`config.mk`:
```
export PLATFORM = sky130hd
export DESIGN_NAME = clock_top
export DESIGN_NICKNAME = d
export VERILOG_FILES = /design/src/verilog/clock_pkg.sv /design/src/verilog/clock_top.sv /design/src/verilog/panel_ctrl.sv /design/src/verilog/scan_driver.sv /design/src/verilog/seg_pair_encoder.sv /design/src/verilog/tick_gen.sv /design/src/verilog/timekeeper.sv
export SDC_FILE = /design/constraint.sdc
export NUM_CORES = 1
export LEC_CHECK = 0
export BUFFER_PORTS_ARGS = -buffer_cell sky130_fd_sc_hd__buf_2
export CORE_UTILIZATION = 35
export DETAILED_ROUTE_END_ITERATION = 6
export HOLD_SLACK_MARGIN = 0.1
export SLEW_MARGIN = 30
export SYNTH_ARGS = -nofsm -noshare
export SYNTH_HDL_FRONTEND = slang
export SYNTH_HIERARCHICAL = 1
export SYNTH_SLANG_ARGS = --single-unit
```
`constraint.sdc`:
```
create_clock -name clk -period 3.95 [get_ports clk]
set_clock_uncertainty 0.1 [all_clocks]
set_input_delay 0.5925 -clock clk [delete_from_list [all_inputs] [get_ports clk]]
set_output_delay 0.5925 -clock clk [all_outputs]
set_load 0.1 [all_outputs]
```
`src/verilog/clock_pkg.sv`:
```
`default_nettype none

package clock_pkg;

	// --------------------------------------------------
	// widths and counts
	// --------------------------------------------------
	localparam int FIELD_W    = 6;
	localparam int DIGIT_W    = 4;
	localparam int SEG_W      = 7;	// a..g, msb first, active high
	localparam int NUM_FIELDS = 3;	// hr, min, sec
	localparam int NUM_DIGITS = 6;

	// last value before wrap
	localparam logic [FIELD_W-1:0] SEC_MAX = 6'd59;
	localparam logic [FIELD_W-1:0] MIN_MAX = 6'd59;
	localparam logic [FIELD_W-1:0] HR_MAX  = 6'd23;

	// clk cycles per tick, short for sim
	localparam int SEC_TICK_DIV  = 64;
	localparam int SCAN_TICK_DIV = 4;
	localparam int SW_TICK_DIV   = 8;

	typedef enum logic [1:0] {
		MODE_CLOCK = 2'd0,
		MODE_SETUP = 2'd1,
		MODE_ALARM = 2'd2
	} mode_e;

	typedef enum logic [1:0] {
		POS_SEC = 2'd0,
		POS_MIN = 2'd1,
		POS_HR  = 2'd2
	} pos_e;

	// --------------------------------------------------
	// seven segment patterns
	// --------------------------------------------------
	localparam logic [0:9][SEG_W-1:0] SEG_DIGITS = '{
		7'b111_1110, 7'b011_0000, 7'b110_1101, 7'b111_1001, 7'b011_0011,
		7'b101_1011, 7'b101_1111, 7'b111_0000, 7'b111_1111, 7'b111_0011
	};
	localparam logic [SEG_W-1:0] SEG_BLANK = 7'b000_0000;

endpackage

`default_nettype wire

```
`src/verilog/clock_top.sv`:
```
`timescale 1ns/1ps
`default_nettype none

module clock_top (
	output logic [clock_pkg::SEG_W-1:0]		o_seg,
	output logic [clock_pkg::NUM_DIGITS-1:0]	o_seg_enb,
	output logic					o_alarm,
	input  logic					i_sw_mode,
	input  logic					i_sw_pos,
	input  logic					i_sw_inc,
	input  logic					i_sw_alarm_en,
	input  logic					clk,
	input  logic					rst_n
);

	logic			sec_tick;
	logic			scan_tick;
	logic			sw_tick;
	clock_pkg::mode_e	mode;
	clock_pkg::pos_e	pos;
	logic			alarm_en;
	logic			inc_time;
	logic			inc_alarm;

	logic [clock_pkg::NUM_FIELDS-1:0][clock_pkg::FIELD_W-1:0]	field_show;	// 2 hr .. 0 sec
	logic [clock_pkg::NUM_DIGITS-1:0][clock_pkg::SEG_W-1:0]	digit_seg;

	tick_gen u_tick_gen (
		.o_sec_tick	(sec_tick),
		.o_scan_tick	(scan_tick),
		.o_sw_tick	(sw_tick),
		.clk		(clk),
		.rst_n		(rst_n)
	);

	panel_ctrl u_panel_ctrl (
		.o_mode		(mode),
		.o_pos		(pos),
		.o_alarm_en	(alarm_en),
		.o_inc_time	(inc_time),
		.o_inc_alarm	(inc_alarm),
		.i_sw_mode	(i_sw_mode),
		.i_sw_pos	(i_sw_pos),
		.i_sw_inc	(i_sw_inc),
		.i_sw_alarm_en	(i_sw_alarm_en),
		.i_sw_tick	(sw_tick),
		.clk		(clk),
		.rst_n		(rst_n)
	);

	timekeeper u_timekeeper (
		.o_hr_show	(field_show[2]),
		.o_min_show	(field_show[1]),
		.o_sec_show	(field_show[0]),
		.o_alarm	(o_alarm),
		.i_sec_tick	(sec_tick),
		.i_mode		(mode),
		.i_pos		(pos),
		.i_inc_time	(inc_time),
		.i_inc_alarm	(inc_alarm),
		.i_alarm_en	(alarm_en),
		.clk		(clk),
		.rst_n		(rst_n)
	);

	// field g feeds digits 2g+1 (tens) and 2g (ones), hours on top
	generate
		for (genvar g = 0; g < clock_pkg::NUM_FIELDS; g++) begin : g_enc
			seg_pair_encoder u_seg_pair_encoder (
				.o_seg_tens	(digit_seg[2*g+1]),
				.o_seg_ones	(digit_seg[2*g]),
				.i_field	(field_show[g])
			);
		end
	endgenerate

	scan_driver u_scan_driver (
		.o_seg		(o_seg),
		.o_seg_enb	(o_seg_enb),
		.i_scan_tick	(scan_tick),
		.i_digit_seg	(digit_seg),
		.clk		(clk),
		.rst_n		(rst_n)
	);

endmodule

`default_nettype wire

```
`src/verilog/panel_ctrl.sv`:
```
`timescale 1ns/1ps
`default_nettype none

module panel_ctrl (
	output clock_pkg::mode_e	o_mode,
	output clock_pkg::pos_e		o_pos,
	output logic			o_alarm_en,
	output logic			o_inc_time,
	output logic			o_inc_alarm,
	input  logic			i_sw_mode,
	input  logic			i_sw_pos,
	input  logic			i_sw_inc,
	input  logic			i_sw_alarm_en,
	input  logic			i_sw_tick,
	input  logic			clk,
	input  logic			rst_n
);

	logic [3:0]	sw_now;		// {mode, pos, inc, alarm_en}
	logic [3:0]	sw_prev;
	logic [3:0]	sw_rise;
	logic		sample_d;	// fresh sample in sw_now
	logic		rise_mode;
	logic		rise_pos;
	logic		rise_inc;
	logic		rise_alarm_en;

	// --------------------------------------------------
	// switch sampling and edge detect
	// --------------------------------------------------
	always_ff @(posedge clk or negedge rst_n) begin
		if (!rst_n) begin
			sw_now   <= '0;
			sw_prev  <= '0;
			sample_d <= 1'b0;
		end else begin
			sample_d <= i_sw_tick;
			if (i_sw_tick) begin
				sw_now  <= {i_sw_mode, i_sw_pos, i_sw_inc, i_sw_alarm_en};
				sw_prev <= sw_now;
			end
		end
	end

	assign sw_rise = {4{sample_d}} & sw_now & ~sw_prev;
	assign {rise_mode, rise_pos, rise_inc, rise_alarm_en} = sw_rise;

	// --------------------------------------------------
	// mode, position, alarm enable
	// --------------------------------------------------
	always_ff @(posedge clk or negedge rst_n) begin
		if (!rst_n) begin
			o_mode     <= clock_pkg::MODE_CLOCK;
			o_pos      <= clock_pkg::POS_SEC;
			o_alarm_en <= 1'b0;
		end else begin
			if (rise_mode) begin
				case (o_mode)
					clock_pkg::MODE_CLOCK:	o_mode <= clock_pkg::MODE_SETUP;
					clock_pkg::MODE_SETUP:	o_mode <= clock_pkg::MODE_ALARM;
					default:		o_mode <= clock_pkg::MODE_CLOCK;
				endcase
			end
			if (rise_pos) begin
				case (o_pos)
					clock_pkg::POS_SEC:	o_pos <= clock_pkg::POS_MIN;
					clock_pkg::POS_MIN:	o_pos <= clock_pkg::POS_HR;
					default:		o_pos <= clock_pkg::POS_SEC;
				endcase
			end
			if (rise_alarm_en)
				o_alarm_en <= ~o_alarm_en;
		end
	end

	// increment goes to time or alarm depending on mode
	assign o_inc_time  = rise_inc && (o_mode == clock_pkg::MODE_SETUP);
	assign o_inc_alarm = rise_inc && (o_mode == clock_pkg::MODE_ALARM);

	// one press, one single-cycle step on one target
	a_inc_pulse: assert property (@(posedge clk) disable iff (!rst_n)
		(o_inc_time || o_inc_alarm) |->
		!(o_inc_time && o_inc_alarm) ##1 !(o_inc_time || o_inc_alarm));

endmodule

`default_nettype wire

```
`src/verilog/scan_driver.sv`:
```
`timescale 1ns/1ps
`default_nettype none

module scan_driver (
	output logic [clock_pkg::SEG_W-1:0]					o_seg,
	output logic [clock_pkg::NUM_DIGITS-1:0]				o_seg_enb,
	input  logic								i_scan_tick,
	input  logic [clock_pkg::NUM_DIGITS-1:0][clock_pkg::SEG_W-1:0]	i_digit_seg,
	input  logic								clk,
	input  logic								rst_n
);

	logic [$clog2(clock_pkg::NUM_DIGITS)-1:0]	digit_idx;
	logic [clock_pkg::NUM_DIGITS-1:0]		enb_cur;	// active low select

	always_comb begin
		enb_cur = '1;
		enb_cur[digit_idx] = 1'b0;
	end

	// --------------------------------------------------
	// digit scan, enable and pattern move together
	// --------------------------------------------------
	always_ff @(posedge clk or negedge rst_n) begin
		if (!rst_n) begin
			digit_idx <= '0;
			o_seg_enb <= {{(clock_pkg::NUM_DIGITS-1){1'b1}}, 1'b0};
			o_seg     <= clock_pkg::SEG_BLANK;
		end else if (i_scan_tick) begin
			o_seg_enb <= enb_cur;
			o_seg     <= i_digit_seg[digit_idx];
			if (int'(digit_idx) == clock_pkg::NUM_DIGITS - 1)
				digit_idx <= '0;
			else
				digit_idx <= digit_idx + 1'b1;
		end
	end

	// one digit lit at a time
	a_enb_one_low: assert property (@(posedge clk) disable iff (!rst_n)
		$onehot(~o_seg_enb));

endmodule

`default_nettype wire

```
`src/verilog/seg_pair_encoder.sv`:
```
`timescale 1ns/1ps
`default_nettype none

module seg_pair_encoder (
	output logic [clock_pkg::SEG_W-1:0]	o_seg_tens,
	output logic [clock_pkg::SEG_W-1:0]	o_seg_ones,
	input  logic [clock_pkg::FIELD_W-1:0]	i_field
);

	logic [clock_pkg::FIELD_W-1:0]	tens_full;
	logic [clock_pkg::FIELD_W-1:0]	ones_full;
	logic [clock_pkg::DIGIT_W-1:0]	tens;
	logic [clock_pkg::DIGIT_W-1:0]	ones;

	// digit to segments, blank for anything not decimal
	function automatic logic [clock_pkg::SEG_W-1:0] digit_seg(
		input logic [clock_pkg::DIGIT_W-1:0] digit
	);
		if (digit > 4'd9)
			return clock_pkg::SEG_BLANK;
		return clock_pkg::SEG_DIGITS[digit];
	endfunction

	// --------------------------------------------------
	// split into two decimal digits
	// --------------------------------------------------
	assign tens_full = i_field / 6'd10;
	assign ones_full = i_field % 6'd10;
	assign tens      = tens_full[clock_pkg::DIGIT_W-1:0];
	assign ones      = ones_full[clock_pkg::DIGIT_W-1:0];

	assign o_seg_tens = digit_seg(tens);
	assign o_seg_ones = digit_seg(ones);

endmodule

`default_nettype wire

```
`src/verilog/tick_gen.sv`:
```
`timescale 1ns/1ps
`default_nettype none

module tick_gen (
	output logic	o_sec_tick,
	output logic	o_scan_tick,
	output logic	o_sw_tick,
	input  logic	clk,
	input  logic	rst_n
);

	logic [$clog2(clock_pkg::SEC_TICK_DIV)-1:0]	sec_cnt;
	logic [$clog2(clock_pkg::SCAN_TICK_DIV)-1:0]	scan_cnt;
	logic [$clog2(clock_pkg::SW_TICK_DIV)-1:0]	sw_cnt;
	logic [2:0]					ticks;

	// free running dividers
	always_ff @(posedge clk or negedge rst_n) begin
		if (!rst_n) begin
			sec_cnt  <= '0;
			scan_cnt <= '0;
			sw_cnt   <= '0;
		end else begin
			sec_cnt  <= o_sec_tick ? '0 : sec_cnt + 1'b1;
			scan_cnt <= o_scan_tick ? '0 : scan_cnt + 1'b1;
			sw_cnt   <= o_sw_tick ? '0 : sw_cnt + 1'b1;
		end
	end

	// strobe on the last cycle of each period
	assign o_sec_tick  = (int'(sec_cnt) == clock_pkg::SEC_TICK_DIV - 1);
	assign o_scan_tick = (int'(scan_cnt) == clock_pkg::SCAN_TICK_DIV - 1);
	assign o_sw_tick   = (int'(sw_cnt) == clock_pkg::SW_TICK_DIV - 1);

	assign ticks = {o_sec_tick, o_scan_tick, o_sw_tick};

	a_tick_single: assert property (@(posedge clk) disable iff (!rst_n)
		(ticks & $past(ticks)) == 3'b000);

endmodule

`default_nettype wire

```
`src/verilog/timekeeper.sv`:
```
`timescale 1ns/1ps
`default_nettype none

module timekeeper (
	output logic [clock_pkg::FIELD_W-1:0]	o_hr_show,
	output logic [clock_pkg::FIELD_W-1:0]	o_min_show,
	output logic [clock_pkg::FIELD_W-1:0]	o_sec_show,
	output logic				o_alarm,
	input  logic				i_sec_tick,
	input  clock_pkg::mode_e		i_mode,
	input  clock_pkg::pos_e			i_pos,
	input  logic				i_inc_time,
	input  logic				i_inc_alarm,
	input  logic				i_alarm_en,
	input  logic				clk,
	input  logic				rst_n
);

	logic [clock_pkg::FIELD_W-1:0]	hr;
	logic [clock_pkg::FIELD_W-1:0]	min;
	logic [clock_pkg::FIELD_W-1:0]	sec;
	logic [clock_pkg::FIELD_W-1:0]	al_hr;
	logic [clock_pkg::FIELD_W-1:0]	al_min;
	logic [clock_pkg::FIELD_W-1:0]	al_sec;
	logic				count_en;
	logic				time_match;

	function automatic logic [clock_pkg::FIELD_W-1:0] wrap_inc(
		input logic [clock_pkg::FIELD_W-1:0] val,
		input logic [clock_pkg::FIELD_W-1:0] last
	);
		return (val == last) ? '0 : val + 1'b1;
	endfunction

	assign count_en = i_sec_tick && (i_mode != clock_pkg::MODE_SETUP);	// frozen in setup

	// --------------------------------------------------
	// time of day
	// --------------------------------------------------
	always_ff @(posedge clk or negedge rst_n) begin
		if (!rst_n) begin
			hr  <= '0;
			min <= '0;
			sec <= '0;
		end else if (count_en) begin
			sec <= wrap_inc(sec, clock_pkg::SEC_MAX);
			if (sec == clock_pkg::SEC_MAX) begin
				min <= wrap_inc(min, clock_pkg::MIN_MAX);
				if (min == clock_pkg::MIN_MAX)
					hr <= wrap_inc(hr, clock_pkg::HR_MAX);
			end
		end else if (i_inc_time) begin
			case (i_pos)	// no carry when setting
				clock_pkg::POS_SEC:	sec <= wrap_inc(sec, clock_pkg::SEC_MAX);
				clock_pkg::POS_MIN:	min <= wrap_inc(min, clock_pkg::MIN_MAX);
				default:		hr  <= wrap_inc(hr, clock_pkg::HR_MAX);
			endcase
		end
	end

	// alarm time
	always_ff @(posedge clk or negedge rst_n) begin
		if (!rst_n) begin
			al_hr  <= '0;
			al_min <= '0;
			al_sec <= '0;
		end else if (i_inc_alarm) begin
			case (i_pos)
				clock_pkg::POS_SEC:	al_sec <= wrap_inc(al_sec, clock_pkg::SEC_MAX);
				clock_pkg::POS_MIN:	al_min <= wrap_inc(al_min, clock_pkg::MIN_MAX);
				default:		al_hr  <= wrap_inc(al_hr, clock_pkg::HR_MAX);
			endcase
		end
	end

	assign time_match = ({hr, min, sec} == {al_hr, al_min, al_sec});

	// latches on match, dropped by the enable
	always_ff @(posedge clk or negedge rst_n) begin
		if (!rst_n)
			o_alarm <= 1'b0;
		else
			o_alarm <= i_alarm_en && (time_match || o_alarm);
	end

	assign o_hr_show  = (i_mode == clock_pkg::MODE_ALARM) ? al_hr : hr;
	assign o_min_show = (i_mode == clock_pkg::MODE_ALARM) ? al_min : min;
	assign o_sec_show = (i_mode == clock_pkg::MODE_ALARM) ? al_sec : sec;

	a_field_limits: assert property (@(posedge clk) disable iff (!rst_n)
		sec <= clock_pkg::SEC_MAX && min <= clock_pkg::MIN_MAX && hr <= clock_pkg::HR_MAX &&
		al_sec <= clock_pkg::SEC_MAX && al_min <= clock_pkg::MIN_MAX &&
		al_hr <= clock_pkg::HR_MAX);

endmodule

`default_nettype wire
```
==> flow_summary.ini <==
[status]
status = finished with violations
violations = design-rule violations

[detailed_routing]
drtIter0Drc = 259
vias = 5205
drt-total-wl_mm = 14.3
ant_nets = 0
drt_first_pass_iters = 6
routedWlPerCell_um = 14.3
drcViolationCount = 2
avgViaCountPerCell = 5.23

[timing]
slew_violations = 0
fin_crit_sh_pct = 97.1
rsz0062_at_grt = true
tightest_slew_ps = 785
fin_hold_ws_ps = 176
slew_headroom_pct = 47.7
hold_viol_final = 0
setup_viol = 0
finalCriticalPeriod_ps = 3840
max_freq_mhz = 261

[layout]
layout_common_cells = nand2_1 (91), dfrtp_1 (71), nor2_1 (56)
final_common_cell = nand2_1
regArea_um2 = 1960
multiInputGateArea_um2 = 4310
nets = 815
num_antenna_cells = 0
drive_above_1_share_pct = 22.3
fillers = 1847
area.growth.synth_to_final_pct = 13.5
finalNonFillerCells = 996

[synthesis]
ys_warn_count = 6
synthArstFlopShare_pct = 100
synth_cells = 729
yosys.cell_types.count = 94
ys_seq_elements = 78
synth-edff-count = 0
yosysSeqAreaShare_pct = 29.9
synthFlopType = dfrtp_1
syn_nets = 782
syn_avg_cell_area_um2 = 8.97
syn_area_um2 = 6540

[global_route]
grt_first_pass_wirelength_mm = 24.0
overflow = 0
antenna_found_initial = 0
track_usage_pct = 15.2
grt_pass1_vias = 4962
grt_max_degree = 79

[critical_path]
cp-start-kind = flop
critPathTopFamily = compound AO/OA/AOI/OAI gates
worst_path_largest_cell_delay_ps = 390
slowest_stage = dfrtp_1
path_buf_inv = 2
endpoint = u_scan_driver/o_seg[3]
r2r_slack_ps = 110
worstSetupPathType = reg2reg
r2r_end = u_scan_driver/o_seg[3]
critPathLaunch = u_panel_ctrl/o_mode[1]
path_depth = 21
required_ps = 4080
cp_data_arrival_time_ps = 3970
crit_path_end_kind = flop
cp_max_fo = 8
reg2regPathDepth = 21
r2r_start = u_panel_ctrl/o_mode[1]
crit_chain = buf_4 > nand2b_4 > nand2_1 > nand2_1 > inv_1 > ha_4 > nor2b_1 > o21ai_0 > a22o_2 > o21a_1 > nor2_2 > a21oi_2 > ha_2 > nor2b_1 > or3_1 > o2111ai_2 > o311ai_2 > mux2i_1 > o22ai_2 > a22o_1 > a221o_1

[clock_network]
postCtsHoldBufs = 0
cts-htree-levels = 3
clk_pin_slew_worst_paths_ps = 70
clock_sinks = 78
cts_buffers = 9
tritoncts = built
root_buffer = clkbuf_16
clock_path_buffers = 2
clk_latency_ps = 350

[placed_design]
dp_cells = 970
hpwl_mm = 10.6
numPortBuffers = 19
gp_congestion = 0.824

[floorplanning]
start_util_pct = 36.1
pin_count = 20
rows = 49
die_area_um2 = 19200
core_um2 = 18100
dieHeight_um = 139
die_w_um = 139

[power]
power.density_nw_per_um2 = 272
peakVddDrop_mv = 0.218
power_leakage_nw = 3.20

[run]
maxCapViolations = 0

[min_path]
min_path_type = in2async
-- Yosys cell counts (4+ instances only) --
cell type,number,share of area (%)
inv_1,31,1.8
dfrtp_1,73,28
nand2b_1,11,1.1
a21o_1,5,0.57
a31oi_1,7,0.67
nand4_1,16,1.5
a21oi_1,33,2.5
o21a_1,4,0.46
nor2b_1,18,1.7
o22ai_1,8,0.76
mux2_2,21,3.6
nand3b_1,6,0.69
o21ai_0,35,2.7
clkbuf_1,14,0.80
nand2_1,91,5.2
nor2_1,57,3.3
xor2_1,15,2.0
dfstp_2,5,2.0
a22o_1,7,0.94
nand3_1,13,0.99
mux2i_1,21,3.2
o31ai_1,4,0.46
a221o_1,8,1.2
a211oi_2,4,0.76
ha_1,47,9.0
buf_2,11,0.84
nor3_1,7,0.54
xnor2_1,25,3.3
o221a_2,4,0.69
o211ai_1,4,0.46
buf_6,9,1.5
buf_4,7,0.80
or3_1,6,0.57
-- state kept, by name (all words and copies together) (netlist names), 2 cells and up --
name                     cells
u_tick_gen/sec_cnt           6
u_panel_ctrl/sw_now          4
u_tick_gen/scan_cnt          2
u_scan_driver/o_seg          7
u_panel_ctrl/o_mode          2
u_timekeeper/al_hr           6
u_timekeeper/al_min          6
u_timekeeper/hr              6
u_scan_driver/digit_idx      3
u_tick_gen/sw_cnt            3
u_scan_driver/o_seg_enb      6
u_timekeeper/sec             6
u_timekeeper/al_sec          6
u_timekeeper/min             6
u_panel_ctrl/o_pos           2
u_panel_ctrl/sw_prev         4
-- kinds of logic after synthesis --
kind of cell	count (synthesis)	synth area share, %
adder cells (fa/ha/maj)	47	8.99
buffers and inverters	75	5.95
flip-flops	78	29.9
AND/OR/NAND/NOR	267	21.7
AO/OA/AOI/OAI	178	20.9
multiplexers	44	7.17
XOR/XNOR	40	5.35
-- how the worst min path moves through the flow --
| stage | startpoint | to | slack, ps | cells after the start |
|---|---|---|---|---|
| final | rst_n | u_timekeeper/sec[0] | 180 | 1 |
| after global routing | rst_n | u_timekeeper/sec[0] | 230 | 1 |
| after CTS | rst_n | u_timekeeper/sec[1] | 220 | 1 |
| after detailed placement | u_tick_gen/sw_cnt[0] | u_tick_gen/sw_cnt[0] | 320 | 1 |
| after global placement | u_tick_gen/sw_cnt[0] | u_tick_gen/sw_cnt[0] | 320 | 1 |
| after floorplan | rst_n | u_panel_ctrl/o_alarm_en | 200 | 0 |
-- area by class of cell --
type | instances | area share (%)
clock buffer | 9 | 3.03
clock inverter | 7 | 1.20
inverter | 33 | 1.67
multi-input combinational | 577 | 58.0
sequential | 78 | 26.4
tap | 229 | 3.86
timing repair buffer | 63 | 5.86
-- where the power goes --
part           leakage (nW)  internal, W  switching [W]
combinational          2.07     0.000111       0.000168
clock                 0.152     0.000506       0.000375
sequential            0.979     0.000825      0.0000340
total                  3.20      0.00144       0.000577
-- metrics by stage --
stage	worst slack (ps)	util, %	TNS (ps)	instance area [um^2]	total power [W]
after floorplan	21.1	-	0	6610	0.00105
after global placement	112	38.4	0	6970	0.00113
after detailed placement	59.8	38.4	0	6980	0.00113
after CTS	25.2	40.2	0	7290	0.00203
after global routing	-116	40.9	-208	7430	0.00211
final	114	40.9	0	7430	0.00202
-- layer usage --
layer / vias to the layer above / global-route usage (%) / routed length [um]
met4: 0 / 4.09 / 143
met1: 2457 / 20.2 / 7130
li1: 2689 / - / -
met5: - / 0 / 0
met3: 15 / 2.80 / 368
met2: 44 / 25.2 / 6650
-- timing repair --
action	in CTS	in global routing
endpoints found under the setup margin	0	6
resized for setup	0	13
buffers inserted	0	9
(Power assumes the default switching activity.)
